$ cat config.mk
export PLATFORM = sky130hd
export DESIGN_NAME = executeStage_flat
export DESIGN_NICKNAME = d
export VERILOG_FILES = /design/src/hdl/mipsPkg.sv /design/src/hdl/decodeBus.sv /design/src/hdl/executeStage.sv /design/src/flat_wrapper.sv
export VERILOG_INCLUDE_DIRS = /design/src /design/src/include
export SDC_FILE = /design/constraint.sdc
export NUM_CORES = 1
export LEC_CHECK = 0
export BUFFER_PORTS_ARGS = -buffer_cell sky130_fd_sc_hd__clkbuf_2
export CORE_ASPECT_RATIO = 1.5
export CORE_MARGIN = 2
export CORE_UTILIZATION = 52
export DETAILED_ROUTE_END_ITERATION = 10
export PLACE_DENSITY = 0.79
export SKIP_LAST_GASP = 1
export SYNTH_ARGS = -nofsm -noshare
export SYNTH_HDL_FRONTEND = slang
export SYNTH_SLANG_ARGS = --single-unit
export TNS_END_PERCENT = 1
$ cat constraint.sdc
create_clock -name vclk -period 5.94
set_clock_uncertainty 0.15 [all_clocks]
set_input_delay 0.891 -clock vclk [all_inputs]
set_output_delay 0.891 -clock vclk [all_outputs]
set_load 0.005 [all_outputs]
$ cat src/include/mips_defs.svh
`ifndef MIPS_DEFS_SVH
`define MIPS_DEFS_SVH

// First fetch address after reset
`define MIPS_RESET_PC 32'h0000_3000

// Data memory depth in 32-bit words
`define MIPS_DM_WORDS 1024

// Data path width
`define MIPS_XLEN 32

// ALU operand pairs chosen by decode
`define MIPS_SRC_RS_RT    2'd0
`define MIPS_SRC_RS_IMM   2'd1
`define MIPS_SRC_RT_SHAMT 2'd2

`endif

$ cat src/hdl/mipsPkg.sv
`default_nettype none

package mipsPkg;

    //////////////////////////////////////////////////
    // Instruction encodings
    //////////////////////////////////////////////////

    typedef enum logic [5:0] {
        opSpecial = 6'h00,
        opJ       = 6'h02,
        opJal     = 6'h03,
        opBeq     = 6'h04,
        opBne     = 6'h05,
        opBlez    = 6'h06,
        opBgtz    = 6'h07,
        opOri     = 6'h0d,
        opLui     = 6'h0f,
        opLb      = 6'h20,
        opLh      = 6'h21,
        opLw      = 6'h23,
        opSb      = 6'h28,
        opSh      = 6'h29,
        opSw      = 6'h2b
    } opCode;

    // SPECIAL function field
    typedef enum logic [5:0] {
        fnSll  = 6'h00,
        fnJr   = 6'h08,
        fnAddu = 6'h21,
        fnSubu = 6'h23,
        fnAnd  = 6'h24,
        fnOr   = 6'h25
    } functCode;

    typedef struct packed {
        opCode      op;
        logic [4:0] rs;
        logic [4:0] rt;
        logic [4:0] rd;
        logic [4:0] shamt;
        functCode   funct;
    } rFields;

    typedef struct packed {
        opCode       op;
        logic [4:0]  rs;
        logic [4:0]  rt;
        logic [15:0] imm16;
    } iFields;

    typedef struct packed {
        opCode       op;
        logic [25:0] index26;
    } jFields;

    // One fetched word, viewed in all three formats
    typedef union packed {
        rFields r;
        iFields i;
        jFields j;
    } instrWord;

    //////////////////////////////////////////////////
    // Control encodings
    //////////////////////////////////////////////////

    typedef enum logic [2:0] {aluAdd, aluSub, aluAnd, aluOr, aluSll} aluOp;
    typedef enum logic [2:0] {cmpNone, cmpEq, cmpNe, cmpLez, cmpGtz} cmpOp;
    typedef enum logic [1:0] {npcSeq, npcBranch, npcJump, npcJumpReg} npcOp;
    typedef enum logic [1:0] {memWord, memHalf, memByte} memSize;
    typedef enum logic [1:0] {wbAlu, wbMem, wbLink, wbUpper} wbSel;

endpackage

`default_nettype wire

$ cat src/hdl/decodeBus.sv
`default_nettype none
`timescale 1ns/100ps
`include "mips_defs.svh"

interface decodeBus import mipsPkg::*; ();

    // Operands
    logic [`MIPS_XLEN-1:0] rsData;
    logic [`MIPS_XLEN-1:0] rtData;
    logic [`MIPS_XLEN-1:0] extImm;
    logic [4:0]            shamt;

    // Execute and memory control
    aluOp       aluCtrl;
    logic [1:0] srcSel;
    cmpOp       cmpCtrl;
    logic       memWrite;
    logic       memRead;
    memSize     memSz;
    logic       memSigned;
    wbSel       wbSelect;

    modport producer (
        output rsData, rtData, extImm, shamt,
        output aluCtrl, srcSel, cmpCtrl,
        output memWrite, memRead, memSz, memSigned,
        output wbSelect
    );

    modport consumer (
        input rsData, rtData, extImm, shamt,
        input aluCtrl, srcSel, cmpCtrl,
        input memWrite, memRead, memSz, memSigned,
        input wbSelect
    );

endinterface

`default_nettype wire

$ cat src/hdl/executeStage.sv
`default_nettype none
`timescale 1ns/100ps
`include "mips_defs.svh"

module executeStage import mipsPkg::*; (
    decodeBus.consumer            bus,
    output logic [`MIPS_XLEN-1:0] aluResult,
    output logic                  branchTaken
);

    logic [`MIPS_XLEN-1:0] srcA;
    logic [`MIPS_XLEN-1:0] srcB;
    logic                  rsZero;

    // Shifts take rt as the value and shamt as the amount
    assign srcA = (bus.srcSel == `MIPS_SRC_RT_SHAMT) ? bus.rtData : bus.rsData;

    always_comb begin
        case (bus.srcSel)
            `MIPS_SRC_RS_IMM:   srcB = bus.extImm;
            `MIPS_SRC_RT_SHAMT: srcB = {27'b0, bus.shamt};
            default:            srcB = bus.rtData;
        endcase
    end

    always_comb begin
        case (bus.aluCtrl)
            aluSub:  aluResult = srcA - srcB;
            aluAnd:  aluResult = srcA & srcB;
            aluOr:   aluResult = srcA | srcB;
            aluSll:  aluResult = srcA << srcB[4:0];
            default: aluResult = srcA + srcB;
        endcase
    end

    //////////////////////////////////////////////////
    // Branch condition
    //////////////////////////////////////////////////

    assign rsZero = (bus.rsData == '0);

    always_comb begin
        case (bus.cmpCtrl)
            cmpEq:   branchTaken = (bus.rsData == bus.rtData);
            cmpNe:   branchTaken = (bus.rsData != bus.rtData);
            cmpLez:  branchTaken = bus.rsData[31] || rsZero;
            cmpGtz:  branchTaken = !bus.rsData[31] && !rsZero;
            default: branchTaken = 1'b0;
        endcase
    end

endmodule

`default_nettype wire

$ cat src/flat_wrapper.sv
// flat-port wrapper written by rule: the top's interface ports become plain ports
module executeStage_flat import mipsPkg::*;
  (aluResult, branchTaken, bus_rsData, bus_rtData, bus_extImm, bus_shamt, bus_aluCtrl, bus_srcSel, bus_cmpCtrl, bus_memWrite, bus_memRead, bus_memSz, bus_memSigned, bus_wbSelect);
  decodeBus bus_i ();
  output logic [`MIPS_XLEN-1:0] aluResult;
  output logic branchTaken;
  input wire logic [$bits(bus_i.rsData)-1:0] bus_rsData;
  input wire logic [$bits(bus_i.rtData)-1:0] bus_rtData;
  input wire logic [$bits(bus_i.extImm)-1:0] bus_extImm;
  input wire logic [$bits(bus_i.shamt)-1:0] bus_shamt;
  input wire logic [$bits(bus_i.aluCtrl)-1:0] bus_aluCtrl;
  input wire logic [$bits(bus_i.srcSel)-1:0] bus_srcSel;
  input wire logic [$bits(bus_i.cmpCtrl)-1:0] bus_cmpCtrl;
  input wire logic [$bits(bus_i.memWrite)-1:0] bus_memWrite;
  input wire logic [$bits(bus_i.memRead)-1:0] bus_memRead;
  input wire logic [$bits(bus_i.memSz)-1:0] bus_memSz;
  input wire logic [$bits(bus_i.memSigned)-1:0] bus_memSigned;
  input wire logic [$bits(bus_i.wbSelect)-1:0] bus_wbSelect;
  assign bus_i.rsData = bus_rsData;
  assign bus_i.rtData = bus_rtData;
  assign bus_i.extImm = bus_extImm;
  assign bus_i.shamt = bus_shamt;
  assign bus_i.aluCtrl = bus_aluCtrl;
  assign bus_i.srcSel = bus_srcSel;
  assign bus_i.cmpCtrl = bus_cmpCtrl;
  assign bus_i.memWrite = bus_memWrite;
  assign bus_i.memRead = bus_memRead;
  assign bus_i.memSz = bus_memSz;
  assign bus_i.memSigned = bus_memSigned;
  assign bus_i.wbSelect = bus_wbSelect;
  executeStage u_core (.bus(bus_i), .aluResult(aluResult), .branchTaken(branchTaken));
endmodule
==> out/qor.yml <==
finish:
  utilization: 0.713
  syn_to_final_growth_pct: 34.9
  nFillCells: 1070
  layout-drive-gt1-share: 0.354
  nNetsFinal: 1311
  final-seq-area_um2: 0
  antenna_cells: 0
  finish.instance_area_um2: 8490
  seq_cells: 0
  clock_buffers: 0
die:
  die_h_um: 139
  rows: 49
  die_x_um: 93.8
  start_util: 0.529
  dieArea_um2: 13000
  boundaryPins: 149
  core_area_um2: 11900
power_and_ir_drop:
  power.density_nw_per_um2: 186
  irDropWorstVdd_mv: 0.165
  p_leak_nw: 3.97
  power_switching_share: 0.539
  p_comb_frac: 1.000
  p_clk_frac: 0
  p_switching_mw: 0.852
  p_int_mw: 0.730
  share_seq_of_total_power: 0
grt:
  grt_max_degree: 39
  grt_pass1_wl_mm: 44.6
  use_met2: 0.738
  grt_usage: 0.440
  grt_pass1_vias: 8284
  antenna_found_initial: 0
  busiest_layer: "met2"
  use_met1: 0.507
  overflow: 0
  use_met3: 0.0565
synthesis:
  syn_area_um2: 6290
  ys_warn_count: 0
  syn_area_per_cell_um2: 6.94
  ys_seq_area_frac: 0
  synth.distinct_cells: 62
  synth_cells: 906
  synth_nets: 1059
worst_setup_path:
  path_common_cell: "a21o_1"
  cpLargestDelayFamily: "compound AO/OA/AOI/OAI gates"
  critical_path.max_fanout: 7
  start_kind: "primary input"
  critPathBufInv: 6
  critical_path_class: "primary input to output pin"
  worst_path_largest_cell_delay_ns: 0.34
  worstPathRequired_ns: 4.90
  cp_num_cells: 23
  path_cells: "buf_8, inv_4, ha_4, buf_6, nor2b_4, o22a_1, nand4b_1, buf_4, nor4_4, buf_4, nand2_1, o21ai_1, xnor2_1, ha_1, a21o_1, a21o_1, nand3_1, a21oi_1, a21o_1, a31oi_1, xnor2_1, o221ai_1, clkbuf_2"
  crit_end: "aluResult[31]"
  endpoint_kind: "output pin"
  arrival_ns: 4.82
  critical_path.startpoint: "bus_srcSel[0]"
  cp_slowest_cell: "ha_4"
sta:
  final-setup-viol-count: 0
  relSlewSlack: 0.407
  slew_viol_final: 0
  hold_violations: 0
  fin_crit_ns: 5.86
  fin_crit_sh: 0.986
  clock.fmax_ghz: 0.171
  rsz0062_at_grt: "yes"
  max_slew.worst_pin.slew_ns: 0.882
placed_design:
  dp_hpwl_mm: 24.3
  place.gp.congestion: 1.11
  port_buffers: 142
  place_area_um2: 8170
routing:
  post_drt_via_cell_ratio: 6.49
  vias: 8494
  wl_per_cell_um: 22.8
  drt_iter0_markers: 607
  drc_errors: 0
  finalWirelength_mm: 29.8
  antenna_left: 0
  drt-pass1-iter-count: 5
run:
  max_cap_viol_count: 0
run_status:
  status: "finished clean"
worst_hold_path:
  hold_path_class: "primary input to output pin"
-- synth_stat cells, types with 3 or more instances --
library cell	n	share of area
or3_1	8	0.0080
xor2_1	46	0.064
ha_1	36	0.072
nor3_1	14	0.011
inv_1	38	0.023
mux2i_1	59	0.094
nand3_1	16	0.013
nor4_1	16	0.016
nand2b_1	13	0.013
o21ai_0	72	0.057
a221oi_1	8	0.011
nand2_1	67	0.040
and3_1	6	0.0060
and2_1	9	0.0090
o22ai_1	7	0.0070
a31oi_1	12	0.012
o21a_1	10	0.012
mux4_2	10	0.036
nor2_1	70	0.042
or2_2	5	0.0050
nor2b_1	9	0.0090
mux2_2	35	0.063
nand4_1	9	0.0090
o221ai_1	9	0.013
xnor2_1	39	0.054
clkbuf_1	41	0.024
a22o_1	11	0.015
a21oi_1	78	0.062
a31o_2	7	0.0097
and4_1	3	0.0042
nand3b_1	6	0.0072
a21o_1	19	0.023
o211ai_1	8	0.0095
o21bai_1	3	0.0036
buf_2	13	0.010
a22oi_1	23	0.027
a211oi_1	16	0.019
maj3_1	25	0.040
-- per-stage QoR --
step	cells	hold WS [ns]	setup WS [ns]	setup TNS [ns]	power (mW)
CTS	1304	1.91	-0.0855	-0.220	1.48
global route	1309	1.94	-0.109	-0.735	1.69
finish	1309	1.91	0.0806	0	1.58
detailed placement	1304	1.91	-0.248	-1.51	1.47
global placement	1304	1.90	-0.174	-0.846	1.46
floorplan	906	1.72	-0.0181	-0.0181	0.865
-- power groups by stage --
stage | clock [mW] | combinational, mW | sequential, mW
after CTS | 0 | 1.48 | 0
after global placement | 0 | 1.46 | 0
final | 0 | 1.58 | 0
after detailed placement | 0 | 1.47 | 0
after global routing | 0 | 1.69 | 0
after floorplan | 0 | 0.865 | 0
-- worst min path at each step --
| stage | from | endpoint | slack, ns | depth (start not counted) |
|---|---|---|---|---|
| 2_1_floorplan | bus_cmpCtrl[2] | branchTaken | 1.72 | 1 |
| 3_3_place_gp | bus_cmpCtrl[2] | branchTaken | 1.90 | 3 |
| 3_5_place_dp | bus_cmpCtrl[2] | branchTaken | 1.91 | 3 |
| 4_1_cts | bus_cmpCtrl[2] | branchTaken | 1.91 | 3 |
| 5_1_grt | bus_cmpCtrl[2] | branchTaken | 1.94 | 3 |
| 6_report | bus_cmpCtrl[2] | branchTaken | 1.91 | 3 |
-- final cells by class --
type	instances	area [um2]	area share
inverter	40	153	0.0180
tap	153	191	0.0226
multi-input combinational	809	6150	0.724
timing repair buffer	307	2000	0.235
-- metal layers --
layer | part of all wire | vias up
li1 | - | 3896
met1 | 0.35 | 3975
met2 | 0.47 | 471
met3 | 0.082 | 152
met4 | 0.094 | 0
met5 | 0 | -
-- logic make-up (layout without fill, tap and decap cells) --
logic type	Yosys count	in the layout	synth area share
xor+xnor	85	85	0.118
compound gates	301	301	0.308
buf+inv	97	347	0.0629
simple gates	255	255	0.199
mux	106	106	0.197
fa+ha+maj	62	62	0.115
-- tightest hold or removal path: stages --
cell	delay, ns
clkbuf_2	0.09
o21ai_0	0.08
clkbuf_2	0.11
-- layout by cell type (no fill, tap or decap), types with 12 or more instances in the layout --
cell        n
a211oi_1   14
a21o_1     19
a21oi_1    74
a22oi_1    22
buf_4     158
clkbuf_2  139
ha_1       33
inv_1      36
maj3_1     25
mux2_2     35
mux2i_1    58
nand2_1    65
nand2b_1   12
nand3_1    15
nor2_1     68
nor3_1     12
nor4_1     16
o21ai_0    65
xnor2_1    38
xor2_1     46
-- repair_timing --
action	CTS	global route
setup endpoints to repair	11	19
hold buffers	0	0
setup buffers	0	5
resized for setup	9	62
pin swaps	2	28
No activity file was read; power rests on OpenSTA's default activity.
