### config.mk
export PLATFORM = sky130hd
export DESIGN_NAME = decodeStage_flat
export DESIGN_NICKNAME = d
export VERILOG_FILES = /design/src/hdl/mipsPkg.sv /design/src/hdl/decodeBus.sv /design/src/hdl/decodeStage.sv /design/src/flat_wrapper.sv
export VERILOG_INCLUDE_DIRS = /design/src /design/src/include
export SDC_FILE = /design/constraint.sdc
export NUM_CORES = 2
export LEC_CHECK = 0
export BUFFER_PORTS_ARGS = -buffer_cell sky130_fd_sc_hd__clkbuf_2
export CAP_MARGIN = 20
export CORE_UTILIZATION = 25
export DETAILED_ROUTE_END_ITERATION = 7
export PLACE_DENSITY = 0.42
export SLEW_MARGIN = 30
export SYNTH_ARGS = -nofsm -noshare
export SYNTH_HDL_FRONTEND = slang
export SYNTH_SLANG_ARGS = --single-unit
### constraint.sdc
create_clock -name clk -period 4.6 [get_ports clk]
set_input_delay 0.92 -clock clk [delete_from_list [all_inputs] [get_ports clk]]
set_output_delay 0.92 -clock clk [all_outputs]
set_load 0.005 [all_outputs]
### src/include/mips_defs.svh
`ifndef MIPS_DEFS_SVH
`define MIPS_DEFS_SVH

// First fetch address after reset
`define MIPS_RESET_PC 32'h0000_3000

// Data memory depth in 32-bit words
`define MIPS_DM_WORDS 1024

// Data path width
`define MIPS_XLEN 32

// ALU operand pairs chosen by decode
`define MIPS_SRC_RS_RT    2'd0
`define MIPS_SRC_RS_IMM   2'd1
`define MIPS_SRC_RT_SHAMT 2'd2

`endif

### src/hdl/mipsPkg.sv
`default_nettype none

package mipsPkg;

    //////////////////////////////////////////////////
    // Instruction encodings
    //////////////////////////////////////////////////

    typedef enum logic [5:0] {
        opSpecial = 6'h00,
        opJ       = 6'h02,
        opJal     = 6'h03,
        opBeq     = 6'h04,
        opBne     = 6'h05,
        opBlez    = 6'h06,
        opBgtz    = 6'h07,
        opOri     = 6'h0d,
        opLui     = 6'h0f,
        opLb      = 6'h20,
        opLh      = 6'h21,
        opLw      = 6'h23,
        opSb      = 6'h28,
        opSh      = 6'h29,
        opSw      = 6'h2b
    } opCode;

    // SPECIAL function field
    typedef enum logic [5:0] {
        fnSll  = 6'h00,
        fnJr   = 6'h08,
        fnAddu = 6'h21,
        fnSubu = 6'h23,
        fnAnd  = 6'h24,
        fnOr   = 6'h25
    } functCode;

    typedef struct packed {
        opCode      op;
        logic [4:0] rs;
        logic [4:0] rt;
        logic [4:0] rd;
        logic [4:0] shamt;
        functCode   funct;
    } rFields;

    typedef struct packed {
        opCode       op;
        logic [4:0]  rs;
        logic [4:0]  rt;
        logic [15:0] imm16;
    } iFields;

    typedef struct packed {
        opCode       op;
        logic [25:0] index26;
    } jFields;

    // One fetched word, viewed in all three formats
    typedef union packed {
        rFields r;
        iFields i;
        jFields j;
    } instrWord;

    //////////////////////////////////////////////////
    // Control encodings
    //////////////////////////////////////////////////

    typedef enum logic [2:0] {aluAdd, aluSub, aluAnd, aluOr, aluSll} aluOp;
    typedef enum logic [2:0] {cmpNone, cmpEq, cmpNe, cmpLez, cmpGtz} cmpOp;
    typedef enum logic [1:0] {npcSeq, npcBranch, npcJump, npcJumpReg} npcOp;
    typedef enum logic [1:0] {memWord, memHalf, memByte} memSize;
    typedef enum logic [1:0] {wbAlu, wbMem, wbLink, wbUpper} wbSel;

endpackage

`default_nettype wire

### src/hdl/decodeBus.sv
`default_nettype none
`timescale 1ns/100ps
`include "mips_defs.svh"

interface decodeBus import mipsPkg::*; ();

    // Operands
    logic [`MIPS_XLEN-1:0] rsData;
    logic [`MIPS_XLEN-1:0] rtData;
    logic [`MIPS_XLEN-1:0] extImm;
    logic [4:0]            shamt;

    // Execute and memory control
    aluOp       aluCtrl;
    logic [1:0] srcSel;
    cmpOp       cmpCtrl;
    logic       memWrite;
    logic       memRead;
    memSize     memSz;
    logic       memSigned;
    wbSel       wbSelect;

    modport producer (
        output rsData, rtData, extImm, shamt,
        output aluCtrl, srcSel, cmpCtrl,
        output memWrite, memRead, memSz, memSigned,
        output wbSelect
    );

    modport consumer (
        input rsData, rtData, extImm, shamt,
        input aluCtrl, srcSel, cmpCtrl,
        input memWrite, memRead, memSz, memSigned,
        input wbSelect
    );

endinterface

`default_nettype wire

### src/hdl/decodeStage.sv
`default_nettype none
`timescale 1ns/100ps
`include "mips_defs.svh"

module decodeStage import mipsPkg::*; (
    input  logic                  clk,
    input  logic                  reset,
    input  instrWord              instr,
    input  logic [`MIPS_XLEN-1:0] wbData,
    decodeBus.producer            bus,
    output npcOp                  npcSel,
    output logic [25:0]           index,
    output logic [15:0]           offset,
    output logic                  regWrite,
    output logic [4:0]            regAddr
);

    localparam logic [1:0] dstRt   = 2'd0;
    localparam logic [1:0] dstRd   = 2'd1;
    localparam logic [1:0] dstLink = 2'd2;

    logic                  legal;
    logic                  regWe;
    logic                  extSigned;
    logic [1:0]            dstSel;
    logic [`MIPS_XLEN-1:0] regFile [32];

    //////////////////////////////////////////////////
    // Control decoder
    //////////////////////////////////////////////////

    always_comb begin
        legal         = 1'b1;
        regWe         = 1'b0;
        extSigned     = 1'b0;
        dstSel        = dstRt;
        npcSel        = npcSeq;
        bus.aluCtrl   = aluAdd;
        bus.srcSel    = `MIPS_SRC_RS_RT;
        bus.cmpCtrl   = cmpNone;
        bus.memWrite  = 1'b0;
        bus.memRead   = 1'b0;
        bus.memSz     = memWord;
        bus.memSigned = 1'b0;
        bus.wbSelect  = wbAlu;
        case (instr.r.op)
            opSpecial: begin
                dstSel = dstRd;
                regWe  = 1'b1;
                case (instr.r.funct)
                    fnAddu: bus.aluCtrl = aluAdd;
                    fnSubu: bus.aluCtrl = aluSub;
                    fnAnd:  bus.aluCtrl = aluAnd;
                    fnOr:   bus.aluCtrl = aluOr;
                    fnSll: begin
                        bus.aluCtrl = aluSll;
                        bus.srcSel  = `MIPS_SRC_RT_SHAMT;
                    end
                    fnJr: begin
                        regWe  = 1'b0;
                        npcSel = npcJumpReg;
                    end
                    default: begin
                        regWe = 1'b0;
                        legal = 1'b0;
                    end
                endcase
            end
            opOri: begin
                regWe       = 1'b1;
                bus.aluCtrl = aluOr;
                bus.srcSel  = `MIPS_SRC_RS_IMM;
            end
            opLui: begin
                regWe        = 1'b1;
                bus.wbSelect = wbUpper;
            end
            opLw, opLh, opLb: begin
                regWe         = 1'b1;
                extSigned     = 1'b1;
                bus.srcSel    = `MIPS_SRC_RS_IMM;
                bus.memRead   = 1'b1;
                bus.memSigned = 1'b1;
                bus.wbSelect  = wbMem;
                bus.memSz     = (instr.i.op == opLw) ? memWord :
                                (instr.i.op == opLh) ? memHalf : memByte;
            end
            opSw, opSh, opSb: begin
                extSigned    = 1'b1;
                bus.srcSel   = `MIPS_SRC_RS_IMM;
                bus.memWrite = 1'b1;
                bus.memSz    = (instr.i.op == opSw) ? memWord :
                               (instr.i.op == opSh) ? memHalf : memByte;
            end
            opBeq: begin
                npcSel      = npcBranch;
                bus.cmpCtrl = cmpEq;
            end
            opBne: begin
                npcSel      = npcBranch;
                bus.cmpCtrl = cmpNe;
            end
            opBlez: begin
                npcSel      = npcBranch;
                bus.cmpCtrl = cmpLez;
            end
            opBgtz: begin
                npcSel      = npcBranch;
                bus.cmpCtrl = cmpGtz;
            end
            opJ:    npcSel = npcJump;
            opJal: begin
                npcSel       = npcJump;
                regWe        = 1'b1;
                dstSel       = dstLink;
                bus.wbSelect = wbLink;
            end
            default: legal = 1'b0;
        endcase
    end

    // Destination register select
    assign regAddr  = (dstSel == dstRd)   ? instr.r.rd :
                      (dstSel == dstLink) ? 5'd31 : instr.r.rt;

    // No write to r0 and none while in reset
    assign regWrite = regWe && (regAddr != 5'd0) && !reset;

    assign index      = instr.j.index26;
    assign offset     = instr.i.imm16;
    assign bus.shamt  = instr.r.shamt;
    assign bus.extImm = extSigned ? {{16{instr.i.imm16[15]}}, instr.i.imm16}
                                  : {16'b0, instr.i.imm16};

    //////////////////////////////////////////////////
    // Register file
    //////////////////////////////////////////////////

    assign bus.rsData = (instr.r.rs == 5'd0) ? '0 : regFile[instr.r.rs];
    assign bus.rtData = (instr.r.rt == 5'd0) ? '0 : regFile[instr.r.rt];

    always_ff @(posedge clk) begin
        if (reset) begin
            for (int k = 0; k < 32; k++) begin
                regFile[k] <= '0;
            end
        end else if (regWrite) begin
            regFile[regAddr] <= wbData;
        end
    end

    // Fetched words must decode to a supported instruction
    legalOpcode: assert property (@(posedge clk) disable iff (reset)
        !$isunknown(instr) |-> legal)
        else $error("Unsupported instruction %h", instr);

endmodule

`default_nettype wire

### src/flat_wrapper.sv
// flat-port wrapper written by rule: the top's interface ports become plain ports
module decodeStage_flat import mipsPkg::*;
  (clk, reset, instr, wbData, npcSel, index, offset, regWrite, regAddr, bus_rsData, bus_rtData, bus_extImm, bus_shamt, bus_aluCtrl, bus_srcSel, bus_cmpCtrl, bus_memWrite, bus_memRead, bus_memSz, bus_memSigned, bus_wbSelect);
  decodeBus bus_i ();
  input  logic clk;
  input  logic reset;
  input  instrWord instr;
  input  logic [`MIPS_XLEN-1:0] wbData;
  output npcOp npcSel;
  output logic [25:0] index;
  output logic [15:0] offset;
  output logic regWrite;
  output logic [4:0] regAddr;
  output wire logic [$bits(bus_i.rsData)-1:0] bus_rsData;
  output wire logic [$bits(bus_i.rtData)-1:0] bus_rtData;
  output wire logic [$bits(bus_i.extImm)-1:0] bus_extImm;
  output wire logic [$bits(bus_i.shamt)-1:0] bus_shamt;
  output wire logic [$bits(bus_i.aluCtrl)-1:0] bus_aluCtrl;
  output wire logic [$bits(bus_i.srcSel)-1:0] bus_srcSel;
  output wire logic [$bits(bus_i.cmpCtrl)-1:0] bus_cmpCtrl;
  output wire logic [$bits(bus_i.memWrite)-1:0] bus_memWrite;
  output wire logic [$bits(bus_i.memRead)-1:0] bus_memRead;
  output wire logic [$bits(bus_i.memSz)-1:0] bus_memSz;
  output wire logic [$bits(bus_i.memSigned)-1:0] bus_memSigned;
  output wire logic [$bits(bus_i.wbSelect)-1:0] bus_wbSelect;
  assign bus_rsData = bus_i.rsData;
  assign bus_rtData = bus_i.rtData;
  assign bus_extImm = bus_i.extImm;
  assign bus_shamt = bus_i.shamt;
  assign bus_aluCtrl = bus_i.aluCtrl;
  assign bus_srcSel = bus_i.srcSel;
  assign bus_cmpCtrl = bus_i.cmpCtrl;
  assign bus_memWrite = bus_i.memWrite;
  assign bus_memRead = bus_i.memRead;
  assign bus_memSz = bus_i.memSz;
  assign bus_memSigned = bus_i.memSigned;
  assign bus_wbSelect = bus_i.wbSelect;
  decodeStage u_core (.clk(clk), .reset(reset), .instr(instr), .wbData(wbData), .bus(bus_i), .npcSel(npcSel), .index(index), .offset(offset), .regWrite(regWrite), .regAddr(regAddr));
endmodule
==> impl_metrics.env <==
export IMPL_outcome="complete, but fails checks"
export IMPL_violations="design-rule violations"
export IMPL_die_area_sq_um=215000
export IMPL_crit_path_start_kind="input port"
export IMPL_path_clk_slew_ns=0.06
export IMPL_place_hpwl_mm=137
export IMPL_max_flop_register="u_core.regFile"
export IMPL_ys_seq_area_frac=0.576
export IMPL_grt_pass1_vias=34400
export IMPL_p_per_area_nw_per_um2=372
export IMPL_grtUsageTotal=0.207
export IMPL_cts_num_sinks=1024
export IMPL_synth_area_leaders="edfxtp_1 (58%), mux4_2 (27%), nor2_1 (6.7%)"
export IMPL_fillCellCount=21100
export IMPL_ios=232
export IMPL_worst_ep_arrival_time_ns=3.28
export IMPL_place_ws_ns=0.359
export IMPL_ant_nets=0
export IMPL_ys_warn_count=0
export IMPL_drive_above_1_share=0.345
export IMPL_synthDistinctLibCells=53
export IMPL_final_cell_mix="edfxtp_1 (1024), nor2_1 (950), mux4_2 (640), clkbuf_2 (197), buf_4 (144)"
export IMPL_grt_max_degree=65
export IMPL_setup_viol=0
export IMPL_hp_class="in2reg"
export IMPL_avgSynthCellArea_sq_um=15.3
export IMPL_wl_per_cell_um=34.2
export IMPL_highest_layer="met5"
export IMPL_cts_tree="built"
export IMPL_hold_viol=0
export IMPL_gp_congestion=0.857
export IMPL_vias_per_cell=5.19
export IMPL_rsz0062_at_grt="no"
export IMPL_max_freq_mhz=238
export IMPL_max_vdd_ir_drop_mv=0.302
export IMPL_worst_path_max_fanout=24
export IMPL_initial_core_util=0.252
export IMPL_reg_top3="u_core.regFile x1024"
export IMPL_h_tree_depth=3
export IMPL_slew_headroom=0.307
export IMPL_cp_end_kind="primary output"
export IMPL_grt_overflow=0
export IMPL_worstHoldEndpoint="u_core.regFile[13][21]"
export IMPL_fin_crit_sh=0.914
export IMPL_synth_top_area_frac=0.576
export IMPL_tns_ns=0
export IMPL_synthFlopType="edfxtp_1"
export IMPL_fp_dieH_um=464
export IMPL_p_leak_nw=20.5
export IMPL_syn_inst=3499
export IMPL_layout_cells_most_common="edfxtp_1"
export IMPL_cts_resized=0
export IMPL_fp_row_count=169
export IMPL_fin_crit_ns=4.20
export IMPL_hold_depth=2
export IMPL_routed_wl_mm=225
export IMPL_crit_required_ns=3.68
export IMPL_slew_viol_final=0
export IMPL_drc=56
export IMPL_worstMarginPinSlew_ns=1.04
export IMPL_clockRootBuffer="clkbuf_16"
export IMPL_cts_hold_buf=0
export IMPL_largest_reg_flops=1024
export IMPL_drt_pre_antenna_iters=7
export IMPL_cts_setup_buffers=0
export IMPL_maxCapViolations=0
export IMPL_synth_seq_cells=1024
export IMPL_route_met3_wl_mm=13.6
export IMPL_grt_pass1_wl_mm=304
export IMPL_wirelength_met1_mm=92.7
export IMPL_numCtsBuffers=116
export IMPL_worst_slack_ns=0.397
export IMPL_worstSetupPathType="in2out"
export IMPL_numPortBuffers=206
export IMPL_dieWidth_um=464
export IMPL_hold_path_startpoint="wbData[21]"
export IMPL_design_core_area_sq_um=212000
export IMPL_syn_cell_area_sq_um=53400
export IMPL_met2WireLength_mm=110
export IMPL_via_count=34200
export IMPL_synthArstFlopShare=0
export IMPL_antenna_found_initial=13
export IMPL_multi_input_area_sq_um=20600
export IMPL_regArea_sq_um=30700
export IMPL_synth_edf_count=1024
export IMPL_syn_to_final_growth_pct=17.8
export IMPL_cts_buffer_depth=3
export IMPL_nets=3730
export IMPL_netlist_top_cell_by_area="edfxtp_1"
export IMPL_drt_iter0_markers=3930
Yosys cell counts (all sizes together), types with 2 or more instances:
| cell type | n |
|---|---|
| a21o | 7 |
| a21oi | 5 |
| a22o | 4 |
| a22oi | 2 |
| a31o | 6 |
| and2 | 73 |
| buf | 290 |
| clkbuf | 135 |
| edfxtp | 1024 |
| inv | 72 |
| mux4 | 640 |
| nand2 | 142 |
| nand2b | 5 |
| nand3 | 13 |
| nor2 | 951 |
| nor3 | 7 |
| nor3b | 2 |
| nor4 | 2 |
| o211ai | 6 |
| o21ai | 71 |
| o21bai | 17 |
| o41ai | 2 |
| or2 | 3 |
| or3 | 2 |
| or4 | 3 |
kinds of logic after synthesis:
kind of cell	after synthesis	synth area share
DFF	1024	0.576
and+or+nand+nor	1207	0.0916
buffers and inverters	497	0.0466
muxes	641	0.270
xor gates and xnor gates	2	0.000328
other	1	0.0000702
AOI/OAI and AO/OA	127	0.0152
stage by stage:
step / utilization / instance area, sq um / instances / hold WS, ns / power (mW)
6_report: 0.296 / 62900 / 6587 / 0.521 / 23.4
5_1_grt: 0.296 / 62900 / 6583 / 0.505 / 24.0
4_1_cts: 0.296 / 62900 / 6579 / 0.472 / 23.6
3_5_place_dp: 0.279 / 59200 / 6367 / 1.28 / 14.3
3_3_place_gp: 0.279 / 59200 / 6367 / 1.27 / 14.3
2_1_floorplan: - / 53500 / 3530 / 1.12 / 12.9
report_power, final:
part,switching (mW),internal [mW],total (mW)
Combinational,1.77,1.38,3.14
Clock,4.03,5.26,9.29
Sequential,0.238,10.7,11.0
area by class of cell:
cell class | count | area share
diodes | 8 | 0.000318
clock inverters | 64 | 0.00895
flip-flops and latches | 1024 | 0.489
well taps | 2821 | 0.0561
multi-input cells | 2009 | 0.328
inverters | 72 | 0.00440
clock buffers | 148 | 0.0491
repair buffers | 441 | 0.0637
worst max-delay path: stages:
cell      delay (ns)
buf_8           0.20
buf_12          0.21
buf_12          0.25
mux4_2          0.56
mux4_2          0.48
nand2_1         0.13
o21ai_0         0.14
buf_4           0.20
clkbuf_2        0.12
how the worst max path moves through the flow:
stage               slack, ns  depth (start not counted)       from                    end
floorplan                0.08                         10  instr[31]  u_core.regFile[11][0]
global placement         0.39                          8  instr[16]         bus_rtData[14]
detailed placement       0.36                          8  instr[16]         bus_rtData[14]
CTS                      0.36                          8  instr[16]         bus_rtData[14]
global route             0.31                          8  instr[16]         bus_rtData[24]
finish                   0.40                          9  instr[21]         bus_rsData[19]
routing by layer:
| layer | vias to the layer above | global-route usage |
|---|---|---|
| met5 | - | 0 |
| met4 | 4 | 0.0735 |
| met3 | 294 | 0.0319 |
| met2 | 1438 | 0.346 |
| met1 | 18800 | 0.271 |
| li1 | 13700 | - |
(Power assumes the default switching activity.)
